<file path="config.mk">
export PLATFORM = sky130hd
export DESIGN_NAME = rank_ctrl_top
export DESIGN_NICKNAME = d
export VERILOG_FILES = /design/src/verilog/rank_ctrl_pkg.sv /design/src/verilog/rank_ctrl_top.sv /design/src/verilog/addr_mapper.sv /design/src/verilog/rank_fsm.sv /design/src/verilog/refresh_sequencer.sv /design/src/verilog/refresh_timer.sv
export SDC_FILE = /design/constraint.sdc
export NUM_CORES = 1
export LEC_CHECK = 0
export ABC_AREA = 1
export BUFFER_PORTS_ARGS = -buffer_cell sky130_fd_sc_hd__clkbuf_2
export CORE_MARGIN = 3
export CORE_UTILIZATION = 42
export DETAILED_ROUTE_END_ITERATION = 6
export PLACE_DENSITY = 0.66
export SETUP_SLACK_MARGIN = 0.15
export SYNTH_ARGS = -nofsm -noshare
export SYNTH_HDL_FRONTEND = slang
export SYNTH_SLANG_ARGS = --single-unit
</file>
<file path="constraint.sdc">
create_clock -name clk -period 2.5 [get_ports clk]
set_clock_uncertainty 0.05 [all_clocks]
set_input_delay 0.125 -clock clk [delete_from_list [all_inputs] [get_ports clk]]
set_output_delay 0.125 -clock clk [all_outputs]
set_load 0.03 [all_outputs]
</file>
<file path="src/verilog/rank_ctrl_pkg.sv">
`default_nettype none

package rank_ctrl_pkg;

   // rank geometry
   localparam int BANKS       = 8;
   localparam int BANK_W      = $clog2(BANKS);   // 3
   localparam int ROW_W       = 16;
   localparam int COL_W       = 10;
   localparam int BYTE_OFS    = 3;               // 8 byte bus, below the column

   // front end
   localparam int FE_ADDR_W   = 32;
   localparam int FE_ID_W     = 8;

   // command bus toward the PHY
   localparam int DRAM_ADDR_W = 16;
   localparam int A10_BIT     = 10;              // auto precharge / precharge-all bit

   // refresh timing in controller clocks, 1:1 with the DRAM clock
   localparam int T_REFI        = 200;           // short interval for simulation
   localparam int REF_STACK_MAX = 7;
   localparam int T_RC          = 12;
   localparam int T_RP          = 4;
   localparam int T_RFC         = 20;
   localparam int T_ZQS         = 16;
   localparam int ZQ_EVERY      = 4;             // refreshes per ZQ short calibration

   // counter widths
   localparam int REFI_W    = $clog2(T_REFI + 1);
   localparam int STACK_W   = $clog2(REF_STACK_MAX + 1);
   localparam int ZQ_CNT_W  = $clog2(ZQ_EVERY);
   localparam int SEQ_CNT_W = $clog2(T_RC + T_RP + T_RFC + T_ZQS); // fits any single wait

   // DDR3 encodings of {cs_n, ras_n, cas_n, we_n} with a leading cke
   typedef enum logic [4:0] {
      CMD_NOP  = 5'b10111,
      CMD_PRE  = 5'b10010,
      CMD_REF  = 5'b10001,
      CMD_ZQCS = 5'b10110
   } dram_cmd_e;

   // one command slot, 24 bits
   typedef struct packed {
      dram_cmd_e              code;
      logic [DRAM_ADDR_W-1:0] addr;
      logic [BANK_W-1:0]      bank;
   } dram_cmd_t;

   // front-end request, 41 bits
   typedef struct packed {
      logic                 write;
      logic [FE_ID_W-1:0]   id;
      logic [FE_ADDR_W-1:0] addr;
   } fe_req_t;

   // decoded request toward the bank machines, 38 bits
   typedef struct packed {
      logic               write;
      logic [FE_ID_W-1:0] id;
      logic [BANK_W-1:0]  bank;
      logic [ROW_W-1:0]   row;
      logic [COL_W-1:0]   col;
   } dec_req_t;

   typedef enum logic [1:0] {
      RANK_INIT    = 2'd0,
      RANK_ACTIVE  = 2'd1,
      RANK_REFRESH = 2'd2
   } rank_state_e;

endpackage

`default_nettype wire
</file>
<file path="src/verilog/rank_ctrl_top.sv">
`default_nettype none

module rank_ctrl_top
   import rank_ctrl_pkg::*;
(
   input  wire logic    clk,
   input  wire logic    rst_n,
   input  wire fe_req_t fe_req_i,
   input  wire logic    fe_valid_i,
   input  wire logic    map_rbc_i,
   input  wire logic    bank_xor_i,
   input  wire logic    ref_disable_i,
   input  wire logic    zq_disable_i,
   input  wire logic    init_done_i,
   output logic         fe_stall_o,
   output logic         init_en_o,
   output dec_req_t     dec_o,
   output logic         dec_valid_o,
   output dram_cmd_t    cmd_o,
   output logic         cmd_valid_o
);

   logic ref_pending;    // timer to FSM
   logic ref_issued;     // sequencer to timer
   logic seq_start;
   logic seq_pre_all;
   logic seq_done;
   logic accept_en;
   logic req_taken;
   logic init_en;

   refresh_timer u_refresh_timer (
      .clk           (clk),
      .rst_n         (rst_n),
      .init_done_i   (init_done_i),
      .ref_disable_i (ref_disable_i),
      .ref_issued_i  (ref_issued),
      .ref_pending_o (ref_pending)
   );

   refresh_sequencer u_refresh_sequencer (
      .clk          (clk),
      .rst_n        (rst_n),
      .start_i      (seq_start),
      .pre_all_i    (seq_pre_all),
      .zq_disable_i (zq_disable_i),
      .cmd_o        (cmd_o),
      .ref_issued_o (ref_issued),
      .done_o       (seq_done)
   );

   rank_fsm u_rank_fsm (
      .clk           (clk),
      .rst_n         (rst_n),
      .init_done_i   (init_done_i),
      .ref_pending_i (ref_pending),
      .seq_done_i    (seq_done),
      .req_taken_i   (req_taken),
      .init_en_o     (init_en),
      .fe_stall_o    (fe_stall_o),
      .accept_en_o   (accept_en),
      .seq_start_o   (seq_start),
      .seq_pre_all_o (seq_pre_all)
   );

   addr_mapper u_addr_mapper (
      .clk         (clk),
      .rst_n       (rst_n),
      .fe_req_i    (fe_req_i),
      .fe_valid_i  (fe_valid_i),
      .accept_en_i (accept_en),
      .map_rbc_i   (map_rbc_i),
      .bank_xor_i  (bank_xor_i),
      .req_taken_o (req_taken),
      .dec_o       (dec_o),
      .dec_valid_o (dec_valid_o)
   );

   assign init_en_o   = init_en;
   assign cmd_valid_o = !init_en;   // PHY owns the command bus during init

endmodule

`default_nettype wire

</file>
<file path="src/verilog/addr_mapper.sv">
`default_nettype none

module addr_mapper
   import rank_ctrl_pkg::*;
(
   input  wire logic    clk,
   input  wire logic    rst_n,
   input  wire fe_req_t fe_req_i,
   input  wire logic    fe_valid_i,
   input  wire logic    accept_en_i,
   input  wire logic    map_rbc_i,     // 1 row-bank-col, 0 bank-row-col
   input  wire logic    bank_xor_i,
   output logic         req_taken_o,
   output dec_req_t     dec_o,
   output logic         dec_valid_o
);

   localparam int COL_LSB = BYTE_OFS;
   localparam int UP_LSB  = BYTE_OFS + COL_W;   // first bit above the column

   logic [BANK_W-1:0] bank_raw;
   logic [BANK_W-1:0] bank;
   logic [ROW_W-1:0]  row;
   logic [COL_W-1:0]  col;

   assign col = fe_req_i.addr[COL_LSB +: COL_W];

   always_comb
   begin
      if (map_rbc_i)
      begin
         bank_raw = fe_req_i.addr[UP_LSB +: BANK_W];
         row      = fe_req_i.addr[UP_LSB + BANK_W +: ROW_W];
      end
      else
      begin
         row      = fe_req_i.addr[UP_LSB +: ROW_W];
         bank_raw = fe_req_i.addr[UP_LSB + ROW_W +: BANK_W];
      end
   end

   // spread same-bank strides over banks
   assign bank        = bank_xor_i ? bank_raw ^ row[BANK_W-1:0] : bank_raw;
   assign req_taken_o = fe_valid_i && accept_en_i;

   always_ff @(posedge clk or negedge rst_n)
   begin
      if (!rst_n)
         dec_valid_o <= 1'b0;
      else
         dec_valid_o <= req_taken_o;    // one cycle strobe per accepted request
   end

   always_ff @(posedge clk)
   begin
      if (req_taken_o)
      begin
         dec_o.write <= fe_req_i.write;
         dec_o.id    <= fe_req_i.id;
         dec_o.bank  <= bank;
         dec_o.row   <= row;
         dec_o.col   <= col;
      end
   end

endmodule

`default_nettype wire

</file>
<file path="src/verilog/rank_fsm.sv">
`default_nettype none

module rank_fsm
   import rank_ctrl_pkg::*;
(
   input  wire logic clk,
   input  wire logic rst_n,
   input  wire logic init_done_i,
   input  wire logic ref_pending_i,
   input  wire logic seq_done_i,
   input  wire logic req_taken_i,     // a request went to the bank machines
   output logic      init_en_o,
   output logic      fe_stall_o,
   output logic      accept_en_o,
   output logic      seq_start_o,
   output logic      seq_pre_all_o
);

   rank_state_e state_q, state_d;
   logic        touched_q;            // some bank may hold an open row
   logic        stall;

   always_ff @(posedge clk or negedge rst_n)
   begin
      if (!rst_n)
         state_q <= RANK_INIT;
      else
         state_q <= state_d;
   end

   // no acceptance in the refresh entry cycle, so set and clear never meet
   always_ff @(posedge clk or negedge rst_n)
   begin
      if (!rst_n)
         touched_q <= 1'b0;
      else if (seq_start_o)
         touched_q <= 1'b0;
      else if (req_taken_i)
         touched_q <= 1'b1;
   end

   always_comb
   begin
      state_d     = state_q;
      seq_start_o = 1'b0;
      case (state_q)
         RANK_INIT:
            if (init_done_i)
               state_d = RANK_ACTIVE;
         RANK_ACTIVE:
         begin
            if (ref_pending_i)
            begin
               seq_start_o = 1'b1;            // sequencer samples pre_all with this
               state_d     = RANK_REFRESH;
            end
         end
         RANK_REFRESH:
            if (seq_done_i)
               state_d = RANK_ACTIVE;
         default:
            state_d = RANK_INIT;
      endcase
   end

   assign stall         = !(state_q == RANK_ACTIVE && !ref_pending_i);
   assign fe_stall_o    = stall;
   assign accept_en_o   = !stall;
   assign init_en_o     = (state_q == RANK_INIT);   // PHY runs its own init
   assign seq_pre_all_o = touched_q;

endmodule

`default_nettype wire

</file>
<file path="src/verilog/refresh_sequencer.sv">
`default_nettype none

module refresh_sequencer
   import rank_ctrl_pkg::*;
(
   input  wire logic clk,
   input  wire logic rst_n,
   input  wire logic start_i,        // one cycle pulse from the rank FSM
   input  wire logic pre_all_i,      // banks may be open, close them first
   input  wire logic zq_disable_i,
   output dram_cmd_t cmd_o,
   output logic      ref_issued_o,   // pulse with the REF slot
   output logic      done_o          // last wait over
);

   typedef enum logic [2:0] {
      SEQ_IDLE     = 3'd0,
      SEQ_RC_WAIT  = 3'd1,   // let a running row cycle finish
      SEQ_RP_WAIT  = 3'd2,   // precharge to refresh
      SEQ_RFC_WAIT = 3'd3,   // refresh cycle time
      SEQ_ZQS_WAIT = 3'd4    // ZQ short calibration time
   } seq_state_e;

   seq_state_e           state_q, state_d;
   logic [SEQ_CNT_W-1:0] cnt_q, cnt_d;    // shared wait counter
   logic [ZQ_CNT_W-1:0]  zq_cnt_q;        // REFs since last ZQ, modulo ZQ_EVERY
   logic                 wait_done;

   assign wait_done = (cnt_q == '0);

   always_ff @(posedge clk or negedge rst_n)
   begin
      if (!rst_n)
      begin
         state_q <= SEQ_IDLE;
         cnt_q   <= '0;
      end
      else
      begin
         state_q <= state_d;
         cnt_q   <= cnt_d;
      end
   end

   // counts every REF, also those with ZQ disabled
   always_ff @(posedge clk or negedge rst_n)
   begin
      if (!rst_n)
         zq_cnt_q <= '0;
      else if (ref_issued_o)
      begin
         if (zq_cnt_q == ZQ_CNT_W'(ZQ_EVERY - 1))
            zq_cnt_q <= '0;
         else
            zq_cnt_q <= zq_cnt_q + 1'b1;
      end
   end

   always_comb
   begin
      state_d      = state_q;
      cnt_d        = wait_done ? cnt_q : cnt_q - 1'b1;   // free running toward zero
      cmd_o.code   = CMD_NOP;
      cmd_o.addr   = '0;
      cmd_o.bank   = '0;
      ref_issued_o = 1'b0;
      done_o       = 1'b0;
      case (state_q)
         SEQ_IDLE:
         begin
            if (start_i)
            begin
               if (pre_all_i)
               begin
                  state_d = SEQ_RC_WAIT;
                  cnt_d   = SEQ_CNT_W'(T_RC - 1);    // PRE lands T_RC after start
               end
               else
               begin
                  state_d = SEQ_RP_WAIT;             // all closed, REF next cycle
                  cnt_d   = '0;
               end
            end
         end
         SEQ_RC_WAIT:
         begin
            if (wait_done)
            begin
               cmd_o.code          = CMD_PRE;
               cmd_o.addr[A10_BIT] = 1'b1;           // all banks
               state_d             = SEQ_RP_WAIT;
               cnt_d               = SEQ_CNT_W'(T_RP - 1);
            end
         end
         SEQ_RP_WAIT:
         begin
            if (wait_done)
            begin
               cmd_o.code   = CMD_REF;
               ref_issued_o = 1'b1;
               state_d      = SEQ_RFC_WAIT;
               cnt_d        = SEQ_CNT_W'(T_RFC - 1);
            end
         end
         SEQ_RFC_WAIT:
         begin
            if (wait_done)
            begin
               // counter wrapped to zero on the ZQ_EVERY-th REF
               if (zq_cnt_q == '0 && !zq_disable_i)
               begin
                  cmd_o.code = CMD_ZQCS;
                  state_d    = SEQ_ZQS_WAIT;
                  cnt_d      = SEQ_CNT_W'(T_ZQS - 1);
               end
               else
               begin
                  done_o  = 1'b1;
                  state_d = SEQ_IDLE;
               end
            end
         end
         SEQ_ZQS_WAIT:
         begin
            if (wait_done)
            begin
               done_o  = 1'b1;
               state_d = SEQ_IDLE;
            end
         end
         default:
            state_d = SEQ_IDLE;
      endcase
   end

endmodule

`default_nettype wire

</file>
<file path="src/verilog/refresh_timer.sv">
`default_nettype none

module refresh_timer
   import rank_ctrl_pkg::*;
(
   input  wire logic clk,
   input  wire logic rst_n,
   input  wire logic init_done_i,     // DRAM out of init, interval may run
   input  wire logic ref_disable_i,
   input  wire logic ref_issued_i,    // one REF went out this cycle
   output logic      ref_pending_o    // at least one refresh owed
);

   logic [REFI_W-1:0]  refi_cnt;      // interval down-counter
   logic [STACK_W-1:0] ref_stack;     // owed refreshes
   logic               incr_q;        // interval expired last cycle
   logic               run;

   assign run = init_done_i && !ref_disable_i;

   // count down while running, reload on zero or when stopped
   always_ff @(posedge clk or negedge rst_n)
   begin
      if (!rst_n)
      begin
         refi_cnt <= REFI_W'(T_REFI);
         incr_q   <= 1'b0;
      end
      else if (run && refi_cnt != '0)
      begin
         refi_cnt <= refi_cnt - 1'b1;
         incr_q   <= 1'b0;
      end
      else
      begin
         refi_cnt <= REFI_W'(T_REFI);
         incr_q   <= run;              // only a real expiry owes a refresh
      end
   end

   // owed-refresh stack, issue and expiry in the same cycle cancel
   always_ff @(posedge clk or negedge rst_n)
   begin
      if (!rst_n)
         ref_stack <= '0;
      else
         case ({incr_q, ref_issued_i})
            2'b10:
               if (ref_stack != STACK_W'(REF_STACK_MAX))
                  ref_stack <= ref_stack + 1'b1;   // saturate, extra ones are lost
            2'b01:
               if (ref_stack != '0)
                  ref_stack <= ref_stack - 1'b1;
            default:
               ref_stack <= ref_stack;
         endcase
   end

   assign ref_pending_o = (ref_stack != '0);

endmodule

`default_nettype wire

</file>
==> impl_metrics.env, run 1 <==
export IMPL_outcome="finished clean"
export IMPL_worstSetupEndpointType="flip-flop"
export IMPL_routed_wl_um=7080
export IMPL_die_area_um2=8820
export IMPL_drt_first_pass_iters=4
export IMPL_p_leak_nw=2.02
export IMPL_slowest_delay_ns=0.40
export IMPL_nets=523
export IMPL_cts_tree="built"
export IMPL_ios=115
export IMPL_finalSetupTns_ns=0
export IMPL_worst_path_max_delay_cell="dfrtp_1"
export IMPL_rrSetupSlack_ns=0.32
export IMPL_first_global_vias=2709
export IMPL_die_w_um=93.9
export IMPL_synth_ff_latch_count=65
export IMPL_grtUsageTotal_pct=17.6
export IMPL_final_cell_mix="91 x clkbuf_2, 69 x nand2_1, 50 x inv_1"
export IMPL_critPathRequiredTime_ns=2.65
export IMPL_p_per_area_nw_per_um2=927
export IMPL_min_from="fe_req_i[24]"
export IMPL_clockPowerShare_pct=19.5
export IMPL_relSlewSlack_pct=54.5
export IMPL_syn_inst=343
export IMPL_tightest_slew_ns=0.682
export IMPL_grt_overflow=0
export IMPL_seq_area_frac_synth_pct=56.0
export IMPL_rr_startpoint="u_refresh_sequencer.cnt_q[0]$_DFF_PN0_"
export IMPL_crit_fanout=5
export IMPL_cts_root_buffer="clkbuf_8"
export IMPL_synth_area_um2=3250
export IMPL_max_cap_viol_count=0
export IMPL_die_h_um=93.9
export IMPL_comb_power_share_pct=40.2
export IMPL_setup_violations_final=0
export IMPL_ir_worst_vdd_v=0.000379
export IMPL_clock_latency_ns=0.33
export IMPL_synth_top_area_cell="edfxtp_1"
export IMPL_switching_share_pct=41.3
export IMPL_wire_per_inst_um=12.4
export IMPL_fin_ws_ns=0.325
export IMPL_cts_sinks=65
export IMPL_cts_buffers_inserted=9
export IMPL_hold_end="u_addr_mapper.dec_o[18]$_DFFE_PP_"
export IMPL_hold_class="input port to flip-flop"
export IMPL_num_antenna_cells=0
export IMPL_dp_hpwl_um=5180
export IMPL_hold_viol_final=0
export IMPL_rr_endpoint="u_refresh_timer.ref_stack[2]$_DFFE_PN0P_"
export IMPL_path_class="flip-flop to flip-flop"
export IMPL_io_buffers=91
export IMPL_netlist_area_leader_share_pct=35.1
export IMPL_cpMostUsedCell="inv_1"
export IMPL_period_needed_ns=2.18
export IMPL_hold_depth=3
export IMPL_p_switching_mw=1.58
export IMPL_path_cells="inv_1, ha_2, nand3_2, nor2_4, ha_1, inv_1, fa_1, xor2_1, nand2_1, o21ai_0"
export IMPL_fp_row_count=31
export IMPL_final_common_cell="clkbuf_2"
export IMPL_drv_slew=0
export IMPL_place_congestion=0.863
export IMPL_grt_start_max_net_pins=40
export IMPL_areaGrowthSynthToFinish_pct=27.4
export IMPL_vias=2577
export IMPL_htreeDepth=3
export IMPL_pwr_share_seq_pct=40.4
export IMPL_synth_cell_type_count=31
export IMPL_rsz0062_at_grt="no"
export IMPL_drive_above_1_share_pct=26.4
export IMPL_clk_pin_slew_ns=0.07
export IMPL_ant_nets=0
export IMPL_drc=0
export IMPL_synth_area_leaders="edfxtp_1 35%, dfrtp_1 18%, nand2_1 8.0%"
export IMPL_vias_per_cell=4.53
export IMPL_yosysWarnings=0
export IMPL_clock_fmax_ghz=0.460
export IMPL_antenna_found_initial=0
export IMPL_reg2regPathDepth=10
export IMPL_crit_arrival_ns=2.33
export IMPL_fin_crit_sh_pct=87.0
export IMPL_grt_pass1_wl_um=12100
export IMPL_place_ws_ns=0.311
export IMPL_drt_iter0_drc=99
export IMPL_start_util_pct=44.1
export IMPL_start_kind="flip-flop"
export IMPL_clockBufferDepth=2
export IMPL_internal_power_mw=2.25
export IMPL_avgSynthCellArea_um2=9.47
export IMPL_core_area_um2=7370
area by class of cell:
| type | count | area (µm²) |
|---|---|---|
| Sequential cell | 65 | 1820 |
| Tap cell | 99 | 124 |
| Clock inverter | 3 | 17.5 |
| Clock buffer | 13 | 139 |
| Multi-Input combinational cell | 219 | 1110 |
| Timing Repair Buffer | 118 | 728 |
| Inverter | 52 | 195 |
| Fill cell | 710 | 3230 |
worst max-delay path by stage:
stage,startpoint,to
after detailed placement,u_refresh_sequencer.cnt_q[0]$_DFF_PN0_,u_refresh_timer.ref_stack[2]$_DFFE_PN0P_
after floorplan,u_refresh_timer.ref_stack[1]$_DFFE_PN0P_,u_addr_mapper.dec_o[0]$_DFFE_PP_
after global placement,u_refresh_sequencer.cnt_q[0]$_DFF_PN0_,u_refresh_timer.ref_stack[2]$_DFFE_PN0P_
final,u_refresh_sequencer.cnt_q[0]$_DFF_PN0_,u_refresh_timer.ref_stack[2]$_DFFE_PN0P_
after global routing,u_refresh_sequencer.cnt_q[0]$_DFF_PN0_,u_refresh_timer.ref_stack[2]$_DFFE_PN0P_
after CTS,u_refresh_sequencer.cnt_q[0]$_DFF_PN0_,u_refresh_timer.ref_stack[2]$_DFFE_PN0P_
state kept, by name, indices dropped and copies added (netlist names):
name and cells:
u_refresh_timer.incr_q 1, u_refresh_timer.ref_stack 3, u_refresh_sequencer.zq_cnt_q 2, u_addr_mapper.dec_o 38
u_rank_fsm.state_q 2, u_refresh_timer.refi_cnt 8, u_addr_mapper.dec_valid_o 1, u_refresh_sequencer.state_q 3
u_refresh_sequencer.cnt_q 6, u_rank_fsm.seq_pre_all_o 1
cells in the mapped netlist (all sizes together):
library cell  number
nand3             17
xnor2              5
buf               24
nand3b             1
dfrtp             24
a21oi             11
edfxtp            38
ha                 8
clkbuf             1
nor2              38
conb               2
o211ai             1
o21ai             27
o2111ai            1
dfstp              3
nand2             72
mux2               1
xor2               4
fa                 1
nand4              4
nor3               8
inv               52
per-stage QoR:
step                std cells  util, %  hold slack (ns)  area [µm²]  power [mW]
global route              569     56.1           0.0552        4140        4.15
floorplan                 361        -           -0.221        3320        2.70
finish                    569     56.1           0.0393        4140        3.84
global placement          528     50.7            0.148        3730        3.03
detailed placement        528     50.7            0.157        3730        3.07
CTS                       567     55.9           0.0180        4120        3.87
metal layers:
metal	vias up	wire [µm]	GRT usage (%)	part of all wire, %
met5	-	0	0	0
met4	0	91	6.14	1.3
met3	6	481	7.29	6.8
met2	62	3780	30.5	53
met1	1197	2730	19.5	39
li1	1312	-	-	-
cells by family after synthesis:
kind of cell / Yosys count / share of synthesized area [%]
AOI/OAI and AO/OA: 40 / 6.47
xor gates and xnor gates: 9 / 2.43
adders and majority gates: 9 / 3.70
buffers and inverters: 77 / 11.8
DFF: 65 / 56.0
muxes: 1 / 0.347
other: 2 / 0.231
and+or+nand+nor: 140 / 19.0
power by group through the flow:
stage          clock (mW)  sequential, mW  combinational, mW
6_report            0.747            1.55               1.54
5_1_grt             0.818            1.58               1.75
4_1_cts             0.774            1.55               1.54
3_5_place_dp            0            1.57               1.51
3_3_place_gp            0            1.56               1.47
2_1_floorplan           0            1.74              0.964
timing repair:
action	CTS	global route
resized for setup	0	1
endpoints found under the setup margin	0	1
hold buffers	23	0
buffers inserted	0	2
hold endpoints to repair	45	0
critical path, delay by kind of cell, from the launching register on:
kind | cells | cell delay, ns
adder cells (fa/ha/maj) | 3 | 0.82
flip-flops | 1 | 0.40
AND/OR/NAND/NOR | 3 | 0.34
buffers and inverters | 2 | 0.19
XOR/XNOR | 1 | 0.17
AO/OA/AOI/OAI | 1 | 0.08
(Power assumes the default switching activity.)
==> inputs of run 2 (changes only) <==
--- a/config.mk
+++ b/config.mk
@@ -10,8 +10,9 @@
 export CORE_MARGIN = 3
 export CORE_UTILIZATION = 42
 export DETAILED_ROUTE_END_ITERATION = 6
-export PLACE_DENSITY = 0.66
+export PLACE_DENSITY = 0.65
 export SETUP_SLACK_MARGIN = 0.15
 export SYNTH_ARGS = -nofsm -noshare
 export SYNTH_HDL_FRONTEND = slang
+export SYNTH_HIERARCHICAL = 1
 export SYNTH_SLANG_ARGS = --single-unit
==> run 2 against run 1 <==
Effect of this change:
- sequential share of layout area shrank 2.7 points
- synthesized area increased by 7.7%
- clock-buffer cell count shrank 4
- flip-flop and latch count stayed put
- combinational power increased by 18%
- power rose by 11%
- clock power grew 12%
- first-iteration DRC count grew 18%
- synthesized cell count rose by 12%
- critical path type unchanged
- critical endpoint is now u_refresh_timer/ref_stack[2]$_DFFE_PN0P_
- largest cell class unchanged
- highest routed layer unchanged
==> impl_metrics.env, run 2 <==
export IMPL_outcome="finished clean"
export IMPL_clock_latency_ns=0.34
export IMPL_start_kind="flip-flop"
export IMPL_rr_endpoint="u_refresh_timer/ref_stack[2]$_DFFE_PN0P_"
export IMPL_yosysMostFrequentCell="nand2_1"
export IMPL_rsz0062_at_grt="no"
export IMPL_first_global_vias=2753
export IMPL_ir_worst_vdd_v=0.000476
export IMPL_drt_first_pass_iters=4
export IMPL_synth_edf_count=38
export IMPL_clk_pin_slew_ns=0.08
export IMPL_clockPowerShare_pct=19.6
export IMPL_cts_buffers_inserted=9
export IMPL_tightest_slew_ns=0.695
export IMPL_fin_ws_ns=0.360
export IMPL_areaGrowthSynthToFinish_pct=25.8
export IMPL_synth_flop_cell="edfxtp_1"
export IMPL_placed_cell_area_um2=3970
export IMPL_syn_inst=385
export IMPL_crit_start="u_refresh_sequencer/cnt_q[0]$_DFF_PN0_"
export IMPL_drt_iter0_drc=117
export IMPL_htreeDepth=3
export IMPL_critPathRequiredTime_ns=2.69
export IMPL_synth_area_um2=3500
export IMPL_grt_pass1_wl_um=12500
export IMPL_top_register="u_addr_mapper/dec_o"
export IMPL_worst_path_stages=14
export IMPL_rr_startpoint="u_refresh_sequencer/cnt_q[0]$_DFF_PN0_"
export IMPL_worst_path_max_delay_cell="dfrtp_1"
export IMPL_hold_viol_final=0
export IMPL_place_congestion=0.807
export IMPL_critical_path_top_delay_family="simple AND/OR/NAND/NOR gates"
export IMPL_drc=0
export IMPL_fin_area_um2=4400
export IMPL_switching_share_pct=43.8
export IMPL_worstSetupEndpointType="flip-flop"
export IMPL_wire_per_inst_um=11.8
export IMPL_synth_ff_latch_count=65
export IMPL_clockBufferDepth=2
export IMPL_vias=2760
export IMPL_io_buffers=91
export IMPL_place_ws_ns=0.282
export IMPL_largest_reg_flops=38
export IMPL_ant_nets=0
export IMPL_nets=561
export IMPL_reg2regPathDepth=14
export IMPL_fp_row_count=32
export IMPL_rrSetupSlack_ns=0.36
export IMPL_p_leak_nw=2.22
export IMPL_p_per_area_nw_per_um2=967
export IMPL_p_switching_mw=1.87
export IMPL_fin_crit_sh_pct=85.6
export IMPL_async_flop_share_pct=41.5
export IMPL_worstSetupEndpoint="u_refresh_timer/ref_stack[2]$_DFFE_PN0P_"
export IMPL_relSlewSlack_pct=53.7
export IMPL_setup_violations_final=0
export IMPL_grt_start_max_net_pins=41
export IMPL_cts_tree="built"
export IMPL_path_cells="inv_1, ha_4, nand3_4, nor2_8, inv_4, nor2_8, nand2_2, fa_1, inv_1, nand3_1, nand2_1, inv_1, nand3_1, nand2_1"
export IMPL_max_cap_viol_count=0
export IMPL_comb_power_share_pct=42.6
export IMPL_fill_cells=741
export IMPL_final_cell_mix="114 x nand2_1, 91 x clkbuf_2, 46 x inv_1"
export IMPL_hold_class="input port to flip-flop"
export IMPL_dp_hpwl_um=5310
export IMPL_die_area_um2=9460
export IMPL_seq_area_frac_synth_pct=52.0
export IMPL_pwr_share_seq_pct=37.8
export IMPL_slowest_delay_ns=0.40
export IMPL_netlist_area_leader_share_pct=32.6
export IMPL_die_h_um=97.3
export IMPL_final_common_cell="nand2_1"
export IMPL_start_util_pct=44.4
export IMPL_vias_per_cell=4.51
export IMPL_worst_path_buf_inv=4
export IMPL_drv_slew=0
export IMPL_cts_root_buffer="clkbuf_8"
export IMPL_crit_fanout=8
export IMPL_synth_cell_type_count=36
export IMPL_antenna_found_initial=0
export IMPL_cts_sinks=65
export IMPL_ios=115
export IMPL_grtUsageTotal_pct=16.2
export IMPL_largest_registers="u_addr_mapper/dec_o (38), u_refresh_timer/refi_cnt (8), u_refresh_sequencer/cnt_q (6)"
export IMPL_clock_fmax_ghz=0.467
export IMPL_die_w_um=97.3
export IMPL_core_area_um2=7890
export IMPL_path_class="flip-flop to flip-flop"
export IMPL_drive_above_1_share_pct=32.5
export IMPL_internal_power_mw=2.39
export IMPL_grt_overflow=0
export IMPL_crit_arrival_ns=2.32
export IMPL_num_antenna_cells=0
export IMPL_routed_wl_um=7250
export IMPL_avgSynthCellArea_um2=9.09
export IMPL_yosysWarnings=6
export IMPL_finalSetupTns_ns=0
export IMPL_hold_slack_ns=0.0209
export IMPL_synth_top_area_cell="edfxtp_1"
export IMPL_synth_area_leaders="edfxtp_1 33%, dfrtp_1 17%, nand2_1 12%"
export IMPL_netlist_top_cells_count="114 x nand2_1, 46 x inv_1, 38 x edfxtp_1"
export IMPL_period_needed_ns=2.14
export IMPL_cpMostUsedCell="inv_1"
## run 2: logic make-up (layout without fill, tap and decap cells)
group	after synthesis	after routing	share of synthesized area, %
compound gates	33	33	5.61
xor+xnor	4	4	1.00
fa+ha+maj	7	7	2.72
buf+inv	84	191	12.1
flops	65	65	52.0
other cells	2	20	0.215
simple gates	190	190	26.3
## run 2: tightest hold or removal path, cell delays in order
cell and delay (ns):
clkbuf_2 0.08, nand2_1 0.04, nand2_1 0.05
## run 2: area by class of cell
type	instances	area, µm²	share of cell area, %
inverter	59	226	5.14
multi-input combinational	254	1340	30.5
tap	102	128	2.90
timing repair buffer	116	701	15.9
sequential	65	1820	41.3
clock inverter	7	61.3	1.39
clock buffer	9	124	2.81
## run 2: repair_timing
item | 4_1_cts | 5_1_grt
gates resized for setup | 0 | 3
hold endpoints to repair | 45 | 0
hold buffers | 23 | 0
setup endpoints to repair | 0 | 1
buffers inserted | 0 | 0
## run 2: worst min path at each step
stage                            start                                       end  slack [ns]  depth (start not counted)
after floorplan                  rst_n       u_addr_mapper/dec_valid_o$_DFF_PN0_       -0.22                          0
after global placement           rst_n  u_refresh_timer/ref_stack[1]$_DFFE_PN0P_        0.16                          1
after detailed placement         rst_n  u_refresh_timer/ref_stack[2]$_DFFE_PN0P_        0.16                          1
after CTS                 fe_req_i[23]         u_addr_mapper/dec_o[17]$_DFFE_PP_       0.004                          3
after global routing      fe_req_i[23]         u_addr_mapper/dec_o[17]$_DFFE_PP_        0.02                          3
final                     fe_req_i[23]         u_addr_mapper/dec_o[17]$_DFFE_PP_        0.02                          3
## run 2: through the flow
step	utilization, %	instances	total power [mW]
floorplan	-	403	2.98
global placement	50.3	573	3.36
detailed placement	50.3	573	3.39
CTS	55.6	612	4.28
global route	55.8	612	4.59
finish	55.8	612	4.26
## run 2: per-layer routing
| layer | share of wire, % | track usage (%) | vias up | wire [µm] |
|---|---|---|---|---|
| li1 | - | - | 1418 | - |
| met5 | 0 | 0 | - | 0 |
| met2 | 53 | 28.7 | 65 | 3810 |
| met1 | 40 | 18.4 | 1268 | 2900 |
| met3 | 6.2 | 4.74 | 9 | 448 |
| met4 | 1.3 | 6.50 | 0 | 91 |
## run 2: power groups by stage
stage	Clock (mW)	Sequential, mW	Combinational, mW
after floorplan	0	1.89	1.09
after global placement	0	1.62	1.74
after detailed placement	0	1.63	1.76
after CTS	0.867	1.61	1.80
after global routing	0.916	1.65	2.02
final	0.835	1.61	1.81
